--- config.mk ---
export PLATFORM = sky130hd
export DESIGN_NAME = lfb_top
export DESIGN_NICKNAME = d
export VERILOG_FILES = /design/src/design/lfb_bus_pkg.sv /design/src/design/lfb_geom_pkg.sv /design/src/design/lfb_if.sv /design/src/design/lfb_alloc.sv /design/src/design/lfb_data_entry.sv /design/src/design/lfb_linefill_arb.sv /design/src/design/lfb_top.sv
export SDC_FILE = /design/constraint.sdc
export NUM_CORES = 1
export LEC_CHECK = 0
export BUFFER_PORTS_ARGS = -buffer_cell sky130_fd_sc_hd__buf_2
export CAP_MARGIN = 25
export CELL_PAD_IN_SITES_DETAIL_PLACEMENT = 0
export CELL_PAD_IN_SITES_GLOBAL_PLACEMENT = 1
export CORE_MARGIN = 3
export CORE_UTILIZATION = 45
export DETAILED_ROUTE_END_ITERATION = 16
export PLACE_DENSITY = 0.78
export SETUP_SLACK_MARGIN = 0.3
export SYNTH_ARGS = -nofsm -noshare
export SYNTH_HDL_FRONTEND = slang
export SYNTH_SLANG_ARGS = --single-unit
--- constraint.sdc ---
create_clock -name lfb_data_entry_clk -period 11.14 [get_ports lfb_data_entry_clk]
set_input_delay 1.671 -clock lfb_data_entry_clk [delete_from_list [all_inputs] [get_ports lfb_data_entry_clk]]
set_output_delay 1.671 -clock lfb_data_entry_clk [all_outputs]
set_load 0.01 [all_outputs]
--- src/design/lfb_bus_pkg.sv ---
`default_nettype none

package lfb_bus_pkg;

  // ==============================
  // read response side
  // ==============================
  // transaction id, also used as the line index in the data array
  typedef logic [2:0] id_t;

  // ==============================
  // wishbone write side
  // ==============================
  // word address is {id, slot}
  typedef logic [4:0] wb_adr_t;

endpackage

`default_nettype wire

--- src/design/lfb_geom_pkg.sv ---
`default_nettype none

package lfb_geom_pkg;

  // ==============================
  // line geometry
  // ==============================
  localparam int BEATS_PER_LINE = 4;

  // one bus beat and one full cache line
  typedef logic [31:0] beat_t;
  typedef logic [BEATS_PER_LINE*32-1:0] line_t;

  // beat index inside a line
  typedef logic [$clog2(BEATS_PER_LINE)-1:0] slot_t;

  // fill entry life cycle
  typedef enum logic [1:0] {
    st_idle,
    st_fill,
    st_req,
    st_write
  } entry_state_t;

endpackage

`default_nettype wire

--- src/design/lfb_if.sv ---
`default_nettype none

// beat path from the allocator into the fill entries
interface lfb_fill_if #(
  parameter int NUM_ENTRIES = 2
);
  import lfb_geom_pkg::*;
  import lfb_bus_pkg::*;

  logic                   beat_vld;
  id_t                    beat_id;
  beat_t                  beat_data;
  logic                   beat_last;
  logic                   beat_err;
  slot_t                  beat_ptr;
  logic [NUM_ENTRIES-1:0] create;
  logic [NUM_ENTRIES-1:0] hit;

  // entry status, one element per entry
  logic [NUM_ENTRIES-1:0] busy;
  logic [NUM_ENTRIES-1:0] filling;
  id_t                    entry_id [NUM_ENTRIES];

  modport alloc (
    output beat_vld, beat_id, beat_data, beat_last, beat_err, beat_ptr,
    output create, hit,
    input  busy, filling, entry_id
  );

  modport entry (
    input  beat_vld, beat_id, beat_data, beat_last, beat_err, beat_ptr,
    input  create, hit,
    output busy, filling, entry_id
  );
endinterface

// linefill request and grant between the entries and the arbiter
interface lfb_lf_if #(
  parameter int NUM_ENTRIES = 2
);
  import lfb_geom_pkg::*;
  import lfb_bus_pkg::*;

  logic [NUM_ENTRIES-1:0] req;
  line_t                  line [NUM_ENTRIES];
  id_t                    line_id [NUM_ENTRIES];
  logic [NUM_ENTRIES-1:0] grant;
  logic [NUM_ENTRIES-1:0] done;

  modport entry (output req, line, line_id, input grant, done);
  modport arb (input req, line, line_id, output grant, done);
endinterface

`default_nettype wire

--- src/design/lfb_alloc.sv ---
`default_nettype none

module lfb_alloc #(
  parameter int NUM_ENTRIES = 2
) (
  input  wire                   lfb_data_entry_clk,
  input  wire                   cpurst_b,
  input  wire                   r_vld,
  input  wire lfb_bus_pkg::id_t r_id,
  input  wire lfb_geom_pkg::beat_t r_data,
  input  wire                   r_last,
  input  wire                   r_err,
  input  wire lfb_geom_pkg::slot_t r_ptr,
  output logic                  r_ready,
  lfb_fill_if.alloc             fill
);

  logic [NUM_ENTRIES-1:0] hit_vec;
  logic [NUM_ENTRIES-1:0] free_vec;
  logic                   any_hit;
  logic                   any_free;

  // ==============================
  // id match
  // ==============================
  // only entries still collecting beats can take an interleaved beat
  always_comb
  begin
    for (int i = 0; i < NUM_ENTRIES; i++)
    begin
      hit_vec[i] = fill.filling[i] && (fill.entry_id[i] == r_id);
    end
  end

  // lowest idle entry
  always_comb
  begin
    logic found;
    found    = 1'b0;
    free_vec = '0;
    for (int i = 0; i < NUM_ENTRIES; i++)
    begin
      if (!fill.busy[i] && !found)
      begin
        free_vec[i] = 1'b1;
        found       = 1'b1;
      end
    end
  end

  assign any_hit  = |hit_vec;
  assign any_free = |free_vec;

  // a new id waits while every entry is taken
  assign r_ready = any_hit || any_free;

  // ==============================
  // beat forwarding
  // ==============================
  assign fill.beat_vld  = r_vld && r_ready;
  assign fill.beat_id   = r_id;
  assign fill.beat_data = r_data;
  assign fill.beat_last = r_last;
  assign fill.beat_err  = r_err;
  assign fill.beat_ptr  = r_ptr;
  assign fill.hit       = hit_vec;
  assign fill.create    = any_hit ? '0 : free_vec;

  // an id never lives in two entries that are still filling
  a_hit_onehot: assert property (
    @(posedge lfb_data_entry_clk) disable iff (!cpurst_b)
    r_vld |-> $onehot0(hit_vec)
  );

endmodule

`default_nettype wire

--- src/design/lfb_data_entry.sv ---
`default_nettype none

module lfb_data_entry #(
  parameter int ENTRY_IDX = 0
) (
  input  wire      lfb_data_entry_clk,
  input  wire      cpurst_b,
  input  wire      dcache_en,
  lfb_fill_if.entry fill,
  lfb_lf_if.entry   lf
);
  import lfb_geom_pkg::*;
  import lfb_bus_pkg::*;

  localparam int    BW       = $bits(beat_t);
  localparam slot_t LAST_CNT = slot_t'(BEATS_PER_LINE - 1);
  localparam slot_t PRE_LAST = slot_t'(BEATS_PER_LINE - 2);

  entry_state_t state_q;
  id_t          id_q;
  slot_t        ptr_q;
  slot_t        cnt_q;
  logic         err_q;
  line_t        line_q;

  logic         take_create;
  logic         take_hit;
  logic         err_all;
  logic         line_full;
  slot_t        wr_slot;

  // ==============================
  // beat acceptance
  // ==============================
  assign take_create = fill.beat_vld && fill.create[ENTRY_IDX];
  assign take_hit    = fill.beat_vld && fill.hit[ENTRY_IDX];

  // first beat goes to the critical word, the rest follow in turn
  assign wr_slot   = take_create ? fill.beat_ptr : ptr_q;
  assign err_all   = err_q || fill.beat_err;
  assign line_full = take_hit && (cnt_q == PRE_LAST);

  // ==============================
  // state machine
  // ==============================
  always_ff @(posedge lfb_data_entry_clk or negedge cpurst_b)
  begin
    if (!cpurst_b)
    begin
      state_q <= st_idle;
    end
    else
    begin
      case (state_q)
        st_idle:
        begin
          // single beat read never asks for a linefill
          if (take_create && !fill.beat_last)
            state_q <= st_fill;
        end
        st_fill:
        begin
          if (take_hit && fill.beat_last)
          begin
            if (line_full && !err_all && dcache_en)
              state_q <= st_req;
            else
              state_q <= st_idle;
          end
        end
        st_req:
        begin
          if (lf.grant[ENTRY_IDX])
            state_q <= st_write;
        end
        st_write:
        begin
          if (lf.done[ENTRY_IDX])
            state_q <= st_idle;
        end
        default:
        begin
          state_q <= st_idle;
        end
      endcase
    end
  end

  // id, rotating pointer, beat count, sticky error
  always_ff @(posedge lfb_data_entry_clk or negedge cpurst_b)
  begin
    if (!cpurst_b)
    begin
      id_q  <= '0;
      ptr_q <= '0;
      cnt_q <= '0;
      err_q <= 1'b0;
    end
    else if (take_create)
    begin
      id_q  <= fill.beat_id;
      ptr_q <= fill.beat_ptr + 2'd1;
      cnt_q <= '0;
      err_q <= fill.beat_err;
    end
    else if (take_hit)
    begin
      ptr_q <= ptr_q + 2'd1;
      cnt_q <= cnt_q + 2'd1;
      err_q <= err_all;
    end
  end

  // line storage
  always_ff @(posedge lfb_data_entry_clk)
  begin
    if (take_create || take_hit)
      line_q[wr_slot*BW +: BW] <= fill.beat_data;
  end

  // ==============================
  // outputs
  // ==============================
  assign fill.busy[ENTRY_IDX]     = (state_q != st_idle);
  assign fill.filling[ENTRY_IDX]  = (state_q == st_fill);
  assign fill.entry_id[ENTRY_IDX] = id_q;

  assign lf.req[ENTRY_IDX]     = (state_q == st_req);
  assign lf.line[ENTRY_IDX]    = line_q;
  assign lf.line_id[ENTRY_IDX] = id_q;

  // the bus closes every burst by the fourth beat
  a_no_fifth_beat: assert property (
    @(posedge lfb_data_entry_clk) disable iff (!cpurst_b)
    take_hit |-> (cnt_q != LAST_CNT)
  );

endmodule

`default_nettype wire

--- src/design/lfb_linefill_arb.sv ---
`default_nettype none

module lfb_linefill_arb #(
  parameter int NUM_ENTRIES = 2
) (
  input  wire                      lfb_data_entry_clk,
  input  wire                      cpurst_b,
  lfb_lf_if.arb                    lf,
  output logic                     wb_cyc,
  output logic                     wb_stb,
  output logic                     wb_we,
  output lfb_bus_pkg::wb_adr_t     wb_adr,
  input  wire                      wb_ack,
  output lfb_geom_pkg::beat_t      wb_wdata
);
  import lfb_geom_pkg::*;
  import lfb_bus_pkg::*;

  localparam int    IDX_W     = (NUM_ENTRIES > 1) ? $clog2(NUM_ENTRIES) : 1;
  localparam int    BW        = $bits(beat_t);
  localparam slot_t LAST_SLOT = slot_t'(BEATS_PER_LINE - 1);

  logic [NUM_ENTRIES-1:0] grant_q;
  logic [NUM_ENTRIES-1:0] done_q;
  logic [IDX_W-1:0]       gnt_idx_q;
  logic [IDX_W-1:0]       last_q;
  logic [IDX_W-1:0]       win_idx;
  logic [IDX_W-1:0]       src_idx;
  logic                   win_vld;
  logic                   active;
  logic                   word_ack;
  logic                   last_ack;
  slot_t                  slot_q;
  slot_t                  src_slot;
  line_t                  src_line;

  assign active   = |grant_q;
  assign word_ack = wb_cyc && wb_ack;
  assign last_ack = word_ack && (slot_q == LAST_SLOT);

  // ==============================
  // round robin pick
  // ==============================
  // search starts just after the last winner
  always_comb
  begin
    int j;
    win_vld = 1'b0;
    win_idx = '0;
    for (int k = 1; k <= NUM_ENTRIES; k++)
    begin
      j = int'(last_q) + k;
      if (j >= NUM_ENTRIES)
        j = j - NUM_ENTRIES;
      if (!win_vld && lf.req[j])
      begin
        win_vld = 1'b1;
        win_idx = IDX_W'(j);
      end
    end
  end

  // next word is slot 0 of the winner or the following slot
  assign src_idx  = active ? gnt_idx_q : win_idx;
  assign src_slot = active ? slot_q + 2'd1 : '0;
  assign src_line = lf.line[src_idx];

  // ==============================
  // wishbone write sequencer
  // ==============================
  always_ff @(posedge lfb_data_entry_clk or negedge cpurst_b)
  begin
    if (!cpurst_b)
    begin
      grant_q   <= '0;
      done_q    <= '0;
      gnt_idx_q <= '0;
      last_q    <= IDX_W'(NUM_ENTRIES - 1);
      slot_q    <= '0;
      wb_cyc    <= 1'b0;
      wb_adr    <= '0;
      wb_wdata  <= '0;
    end
    else
    begin
      done_q <= '0;
      if (!active)
      begin
        if (win_vld)
        begin
          grant_q   <= NUM_ENTRIES'(1) << win_idx;
          gnt_idx_q <= win_idx;
          last_q    <= win_idx;
          slot_q    <= '0;
          wb_cyc    <= 1'b1;
          wb_adr    <= {lf.line_id[src_idx], src_slot};
          wb_wdata  <= src_line[src_slot*BW +: BW];
        end
      end
      else if (last_ack)
      begin
        grant_q <= '0;
        done_q  <= grant_q;
        wb_cyc  <= 1'b0;
      end
      else if (word_ack)
      begin
        // one dead cycle between words
        wb_cyc   <= 1'b0;
        slot_q   <= src_slot;
        wb_adr   <= {lf.line_id[src_idx], src_slot};
        wb_wdata <= src_line[src_slot*BW +: BW];
      end
      else if (!wb_cyc)
      begin
        wb_cyc <= 1'b1;
      end
    end
  end

  assign wb_stb   = wb_cyc;
  assign wb_we    = wb_cyc;
  assign lf.grant = grant_q;
  assign lf.done  = done_q;

  // the line under write stays put until the fourth ack
  a_grant_hold: assert property (
    @(posedge lfb_data_entry_clk) disable iff (!cpurst_b)
    (active && !last_ack) |=> $stable(src_line)
  );

  // the granted entry drops its request one cycle after the grant
  a_grant_req: assert property (
    @(posedge lfb_data_entry_clk) disable iff (!cpurst_b)
    (active && $past(active)) |-> !(|(lf.req & grant_q))
  );

endmodule

`default_nettype wire

--- src/design/lfb_top.sv ---
`default_nettype none

module lfb_top #(
  parameter int NUM_ENTRIES = 2
) (
  input  wire                      lfb_data_entry_clk,
  input  wire                      cpurst_b,
  input  wire                      r_vld,
  input  wire lfb_bus_pkg::id_t    r_id,
  input  wire lfb_geom_pkg::beat_t r_data,
  input  wire                      r_last,
  input  wire                      r_err,
  input  wire lfb_geom_pkg::slot_t r_ptr,
  input  wire                      dcache_en,
  output logic                     r_ready,
  output logic                     wb_cyc,
  output logic                     wb_stb,
  output logic                     wb_we,
  output lfb_bus_pkg::wb_adr_t     wb_adr,
  input  wire                      wb_ack,
  output lfb_geom_pkg::beat_t      wb_wdata
);

  lfb_fill_if #(.NUM_ENTRIES(NUM_ENTRIES)) u_fill_if ();
  lfb_lf_if   #(.NUM_ENTRIES(NUM_ENTRIES)) u_lf_if ();

  // ==============================
  // beat router
  // ==============================
  lfb_alloc #(.NUM_ENTRIES(NUM_ENTRIES)) u_alloc (
    .lfb_data_entry_clk (lfb_data_entry_clk),
    .cpurst_b           (cpurst_b),
    .r_vld              (r_vld),
    .r_id               (r_id),
    .r_data             (r_data),
    .r_last             (r_last),
    .r_err              (r_err),
    .r_ptr              (r_ptr),
    .r_ready            (r_ready),
    .fill               (u_fill_if.alloc)
  );

  // fill entries
  for (genvar gi = 0; gi < NUM_ENTRIES; gi++)
  begin : g_entry
    lfb_data_entry #(.ENTRY_IDX(gi)) u_entry (
      .lfb_data_entry_clk (lfb_data_entry_clk),
      .cpurst_b           (cpurst_b),
      .dcache_en          (dcache_en),
      .fill               (u_fill_if.entry),
      .lf                 (u_lf_if.entry)
    );
  end

  // ==============================
  // linefill write port
  // ==============================
  lfb_linefill_arb #(.NUM_ENTRIES(NUM_ENTRIES)) u_arb (
    .lfb_data_entry_clk (lfb_data_entry_clk),
    .cpurst_b           (cpurst_b),
    .lf                 (u_lf_if.arb),
    .wb_cyc             (wb_cyc),
    .wb_stb             (wb_stb),
    .wb_we              (wb_we),
    .wb_adr             (wb_adr),
    .wb_ack             (wb_ack),
    .wb_wdata           (wb_wdata)
  );

endmodule

`default_nettype wire

==> reports/metrics.yaml, run 1 <==
maxSlewHeadroom_pct: 33.94
drt-total-wl_mm: 40.67
port_buffers: 84
worst_hold_startpoint: "u_arb.last_q"
fmax_ghz: 0.1852
yosysTopAreaCellShare_pct: 53.08
synth_area_leader_cell: "edfxtp_1"
period_minus_slack_ns: 5.399
fin_crit_sh_pct: 48.46
synthFlopType: "edfxtp_1"
synth_commonest_cells: "and3_1, edfxtp_1, nand2_1, clkbuf_1, dfrtp_1"
arrival_ns: 5.77
timing.rr.end: "g_entry[1].u_entry.line_q[85]"
cts_hold_buffers: 0
coreArea_sq_um: 31640
track_usage_pct: 23.33
clk_pin_slew_ns: 0.06
synth-edff-count: 256
ys_warn_count: 0
finalSetupTns_ns: 0
layout.cells.non_filler: 1621
min_to: "u_arb.last_q"
maxSlewViolCount: 0
grt_max_degree: 77
place_congestion: 0.7694
netlist_top_cells_area: "edfxtp_1, and3_1, dfrtp_1, nand2_1, a221o_1"
clk_latency_ns: 0.51
num_rows: 65
hp-class: "reg -> reg"
irDropWorstVdd_mv: 0.1417
path_buf_inv: 3
power_frac_seq_pct: 37.6
drtIter0Drc: 986
tightest_slew_ns: 0.9910
power_frac_comb_pct: 37.7
crit_path_max_incr_delay_ns: 0.77
fin_ws_ns: 5.741
syn_to_final_growth_pct: 13.24
synth_area_sq_um: 14480
clockBufferDepth: 3
globalRoute.totalOverflow: 0
finalHoldViolCount: 0
yosysSeqAreaShare_pct: 64.15
rr_worst_depth: 9
ioPinCount: 85
die_area_sq_um: 34370
setup_viol: 0
wl_per_cell_um: 25.09
wl_met1_mm: 17.26
pwr-share-clk_pct: 24.7
drive_gt1_share_pct: 15.95
holdPathStages: 2
clock_skew_ns: 0.01368
synth_area_per_cell_sq_um: 12.56
antenna_left: 0
end_kind: "flop"
vias_per_cell: 6.246
p_sw_mw: 1.748
rrSetupSlack_ns: 6.65
die_x_um: 185.4
cp.required_ns: 11.51
top_layer_used: "met5"
finalNetCount: 1245
grt_pass1_vias: 9999
initial_utilization_pct: 45.78
swShare_pct: 38.39
antenna_found_initial: 5
die_h_um: 185.4
rsz0062_at_grt: "no"
p_leak_nw: 6.868
routed-wl-met3_mm: 3.509
setup.worst_path.class: "in -> reg"
yosysUniqueCellTypes: 56
drv_cap: 0
worstPathCellList: "buf_2, xor2_1, nor4_2, or3_1, mux2_4, inv_1, ha_1, nor2_4, buf_4, and3_1"
clockRootBuffer: "clkbuf_16"
dr_wl_met2_mm: 18.88
placed_cells: 1551
dr.pass1.iters: 5
crit_path_start_kind: "input pin"
postCtsSetupRepairBufs: 0
hpwl_mm: 21.12
run_status: "finished, final reports clean"
cp_max_fo: 66
internal-power_mw: 2.805
synthCells: 1153
crit_family: "simple AND/OR/NAND/NOR gates"
drc: 0
ys_ff_latch: 320
cts_tree: "yes"
via_count: 10124
cts_made_buffers: 35
dp_slack_ns: 5.241
grt_pass1_wl_mm: 60.76
cp_slowest_cell: "or3_1"
clock-sinks: 320
synth-async-reset-ratio_pct: 20.00
syn-num-nets: 1206
p_per_area_nw_per_um2: 277.6
cts_resized: 0
rr_startpoint: "g_entry[0].u_entry.id_q[1]"
htree_levels: 2
## worst min-delay path, cell delays in order, from the launching register on
cell,delay [ns]
dfstp_2,0.38
nand2_1,0.05
nand2_1,0.05
## metal layers
| layer | track usage (%) | vias up |
|---|---|---|
| li1 | - | 4491 |
| met1 | 33.00 | 5078 |
| met2 | 36.92 | 469 |
| met3 | 3.967 | 82 |
| met4 | 7.653 | 4 |
| met5 | 0 | - |
## cell usage in the layout, fill, tap and decap left out, types with 4 or more instances in the layout
master and count:
a221oi_1 32, buf_4 23, a221o_1 43, mux2_2 9, dfrtp_1 63, xnor2_1 5, o21ai_0 5, and3_1 256
clkbuf_16 37, nor2_1 14, and2_2 4, a311oi_1 21, a21oi_1 45, nor3_1 13, edfxtp_1 256, buf_2 83
o22ai_1 12, clkinv_1 4, buf_12 4, xor2_1 8, nand3_1 7, ha_1 9, clkbuf_1 11, a31oi_1 11
clkinv_2 4, nand2b_1 6, inv_1 11, mux2i_1 28, nand2_1 131
## cell type report
type | count | area, sq um
Antenna cell | 3 | 7.507
Clock buffer | 51 | 1008
Clock inverter | 10 | 100.1
Fill cell | 2702 | 15240
Inverter | 12 | 45.04
Multi-Input combinational cell | 712 | 4750
Sequential cell | 320 | 9290
Tap cell | 402 | 503.0
Timing Repair Buffer | 111 | 695.7
## state kept, by name (all words and copies together) (netlist names), named ones only
| signal | cells |
|---|---|
| g_entry.u_entry.id_q | 6 |
| g_entry.u_entry.cnt_q | 4 |
| u_arb.lf.done | 2 |
| u_arb.gnt_idx_q | 1 |
| g_entry.u_entry.ptr_q | 4 |
| g_entry.u_entry.line_q | 256 |
| u_arb.wb_adr | 5 |
| g_entry.u_entry.state_q | 2 |
| u_arb.lf.grant | 2 |
| u_arb.wb_wdata | 32 |
| u_arb.wb_cyc | 1 |
| g_entry.u_entry.err_q | 2 |
| u_arb.last_q | 1 |
## metrics by stage
step | area, sq um | util, % | hold slack [ns] | total power [mW]
3_5_place_dp | 15170 | 47.95 | 0.4626 | 3.421
3_3_place_gp | 15170 | 47.95 | 0.4588 | 3.382
5_1_grt | 16400 | 51.83 | 0.4972 | 4.763
2_1_floorplan | 14480 | - | 0.4441 | 2.789
6_report | 16400 | 51.84 | 0.4752 | 4.552
4_1_cts | 16280 | 51.45 | 0.4722 | 4.536
## worst max path at each step
stage	start	end	slack [ns]	cells past startpoint
final	r_id[1]	g_entry[1].u_entry.line_q[85]	5.74	10
after CTS	r_id[1]	g_entry[1].u_entry.line_q[85]	5.78	10
after floorplan	r_id[0]	g_entry[1].u_entry.line_q[0]	5.63	6
after detailed placement	r_id[1]	g_entry[1].u_entry.line_q[85]	5.24	10
after global routing	r_id[1]	g_entry[1].u_entry.line_q[87]	5.46	10
after global placement	r_id[1]	g_entry[1].u_entry.line_q[93]	5.42	10
## power groups by stage
| stage | registers (mW) | clock network, mW | logic, mW |
|---|---|---|---|
| 2_1_floorplan | 1.72 | 0 | 1.07 |
| 3_3_place_gp | 1.73 | 0 | 1.65 |
| 3_5_place_dp | 1.73 | 0 | 1.69 |
| 4_1_cts | 1.71 | 1.13 | 1.69 |
| 5_1_grt | 1.73 | 1.18 | 1.85 |
| 6_report | 1.71 | 1.12 | 1.72 |
## cells by family (layout without fill, tap and decap cells)
kind of cell / count (synthesis) / count (layout) / share of synthesized area [%]
compound gates: 192 / 192 / 10.18
simple gates: 457 / 457 / 17.31
other cells: 0 / 3 / 0
xor+xnor: 13 / 13 / 0.7862
mux: 41 / 41 / 2.981
fa+ha+maj: 9 / 9 / 0.7776
flops: 320 / 320 / 64.15
buf+inv: 121 / 184 / 3.819
Power figures use the tool's default switching activity.
==> run 2: changes to the inputs <==
Clock period 11.14 ns to 5.32 ns, I/O delays scaled along.
==> run 2 against run 1 <==
Against the previous run: cell count is 0.56% higher; via count is 0.39% higher; clock-buffer cell count is 4 lower; first-iteration DRC count is 9.8% higher; die area stayed put; clock power is 110% higher; design area is 0.51% higher; critical path type is now reg -> reg; highest routed layer unchanged.
==> reports/metrics.yaml, run 2 (synthesis gave the netlist of run 1 again) <==
finalNetCount: 1252
tightest_slew_ns: 1.038
p_leak_nw: 6.915
cts_hold_buffers: 0
cp.required_ns: 5.71
mostFrequentLayoutCells: "and3_1, edfxtp_1, nand2_1, buf_2, dfrtp_1"
irDropWorstVdd_mv: 0.3211
dp_slack_ns: 1.074
antenna_found_initial: 5
drc: 0
cts_made_buffers: 36
path_buf_inv: 2
globalRoute.totalOverflow: 0
setup.worst_path.class: "reg -> reg"
initial_utilization_pct: 45.78
finalSetupTns_ns: 0
clk_latency_ns: 0.53
maxSlewViolCount: 0
clock_skew_ns: 0.01538
fin_total_pwr_mw: 9.680
fmax_ghz: 0.2640
largest_reg_flops: 256
crit_path_start_kind: "flop"
grt_pass1_vias: 9977
vias_per_cell: 6.235
period_minus_slack_ns: 3.788
setup_viol: 0
grt_max_degree: 97
rsz0062_at_grt: "no"
fin_util_pct: 52.10
cp_slowest_cell: "and2_1"
die_area_sq_um: 34370
crit_path_max_incr_delay_ns: 0.85
p_per_area_nw_per_um2: 587.2
antenna_left: 0
clock-sinks: 320
htree_levels: 2
clockBufferDepth: 3
die_x_um: 185.4
finalHoldViolCount: 0
cp_max_fo: 22
drv_cap: 0
fin_crit_sh_pct: 71.20
ioPinCount: 85
maxSlewHeadroom_pct: 30.81
syn_to_final_growth_pct: 13.81
place_area_sq_um: 15300
dr.pass1.iters: 7
fin_ws_ns: 1.532
regMostFlops: "g_entry.u_entry.line_q"
wl_per_cell_um: 25.15
cts_tree: "yes"
arrival_ns: 4.17
clockRootBuffer: "clkbuf_16"
end_kind: "flop"
worstPathCellList: "xor2_1, nor4_4, and3b_1, mux2_4, inv_1, ha_1, and2_1, buf_4, and3_1"
reg_top3: "g_entry.u_entry.line_q: 256 flops, u_arb.wb_wdata: 32 flops, g_entry.u_entry.id_q: 6 flops"
cts_resized: 0
hpwl_mm: 22.22
grt_pass1_wl_mm: 61.64
die_h_um: 185.4
postCtsSetupRepairBufs: 0
port_buffers: 84
clk_pin_slew_ns: 0.06
via_count: 10163
place_congestion: 0.7687
drive_gt1_share_pct: 16.95
drt-total-wl_mm: 40.99
num_rows: 65
run_status: "finished, final reports clean"
drtIter0Drc: 1083
coreArea_sq_um: 31640
design_area_sq_um: 16480
crit_family: "simple AND/OR/NAND/NOR gates"
hp-class: "in -> async"
track_usage_pct: 23.74
## run 2: changes by cell type in the layout (fill, tap and decap cells not counted), moves of 3 or more
cell / delta
buf_4: +4
clkinv_2: +3
inv_6: +3
clkbuf_1: -4
## run 2: final timing paths
check / slack [ns] / from / endpoint / cells past startpoint
max: 1.53 / g_entry[1].u_entry.id_q[2] / g_entry[0].u_entry.line_q[13] / 9
min reg2reg: 0.47 / u_arb.wb_adr[2] / u_arb.wb_adr[2] / 2
max reg2reg: 1.53 / g_entry[1].u_entry.id_q[2] / g_entry[0].u_entry.line_q[13] / 9
max in group asynchronous: 4.48 / cpurst_b / u_arb.wb_wdata[11] / 2
min in group lfb_data_entry_clk: 0.47 / u_arb.wb_adr[2] / u_arb.wb_adr[2] / 2
min: 0.24 / cpurst_b / asynchronous set/reset pin / 1
## run 2: area by class of cell
cell class / instances / area, sq um
Sequential cell: 320 / 9290
Inverter: 12 / 45.04
Antenna cell: 1 / 2.502
Timing Repair Buffer: 117 / 765.7
Tap cell: 402 / 503.0
Fill cell: 2670 / 15150
Clock inverter: 19 / 138.9
Multi-Input combinational cell: 712 / 4745
Clock buffer: 47 / 993.5
## run 2: routing by layer
layer,global-route usage [%],share of wire [%],up-vias
met5,0,0.080,-
li1,-,-,4510
met2,36.18,45,475
met3,4.988,8.5,88
met4,8.944,3.1,6
met1,33.69,43,5084
## run 2: metrics by stage
stage | std cells | hold slack (ns)
6_report | 1630 | 0.2433
3_3_place_gp | 1559 | 0.4545
3_5_place_dp | 1560 | 0.4559
4_1_cts | 1626 | 0.4710
2_1_floorplan | 1153 | 0.4441
5_1_grt | 1630 | 0.2706
## run 2: worst register-to-register path, delay by kind of cell, from the launching register on
family,cells,cell delay [ns]
AND/OR/NAND/NOR,4,2.00
multiplexers,1,0.41
flip-flops,1,0.40
XOR/XNOR,1,0.19
adder cells (fa/ha/maj),1,0.25
buffers and inverters,2,0.41
## run 2: power breakdown
group          switching [mW]  total, mW  internal, mW
combinational            2.51       3.71          1.20
sequential              0.258       3.59          3.33
clock                    1.01       2.39          1.38
total                    3.78       9.68          5.90
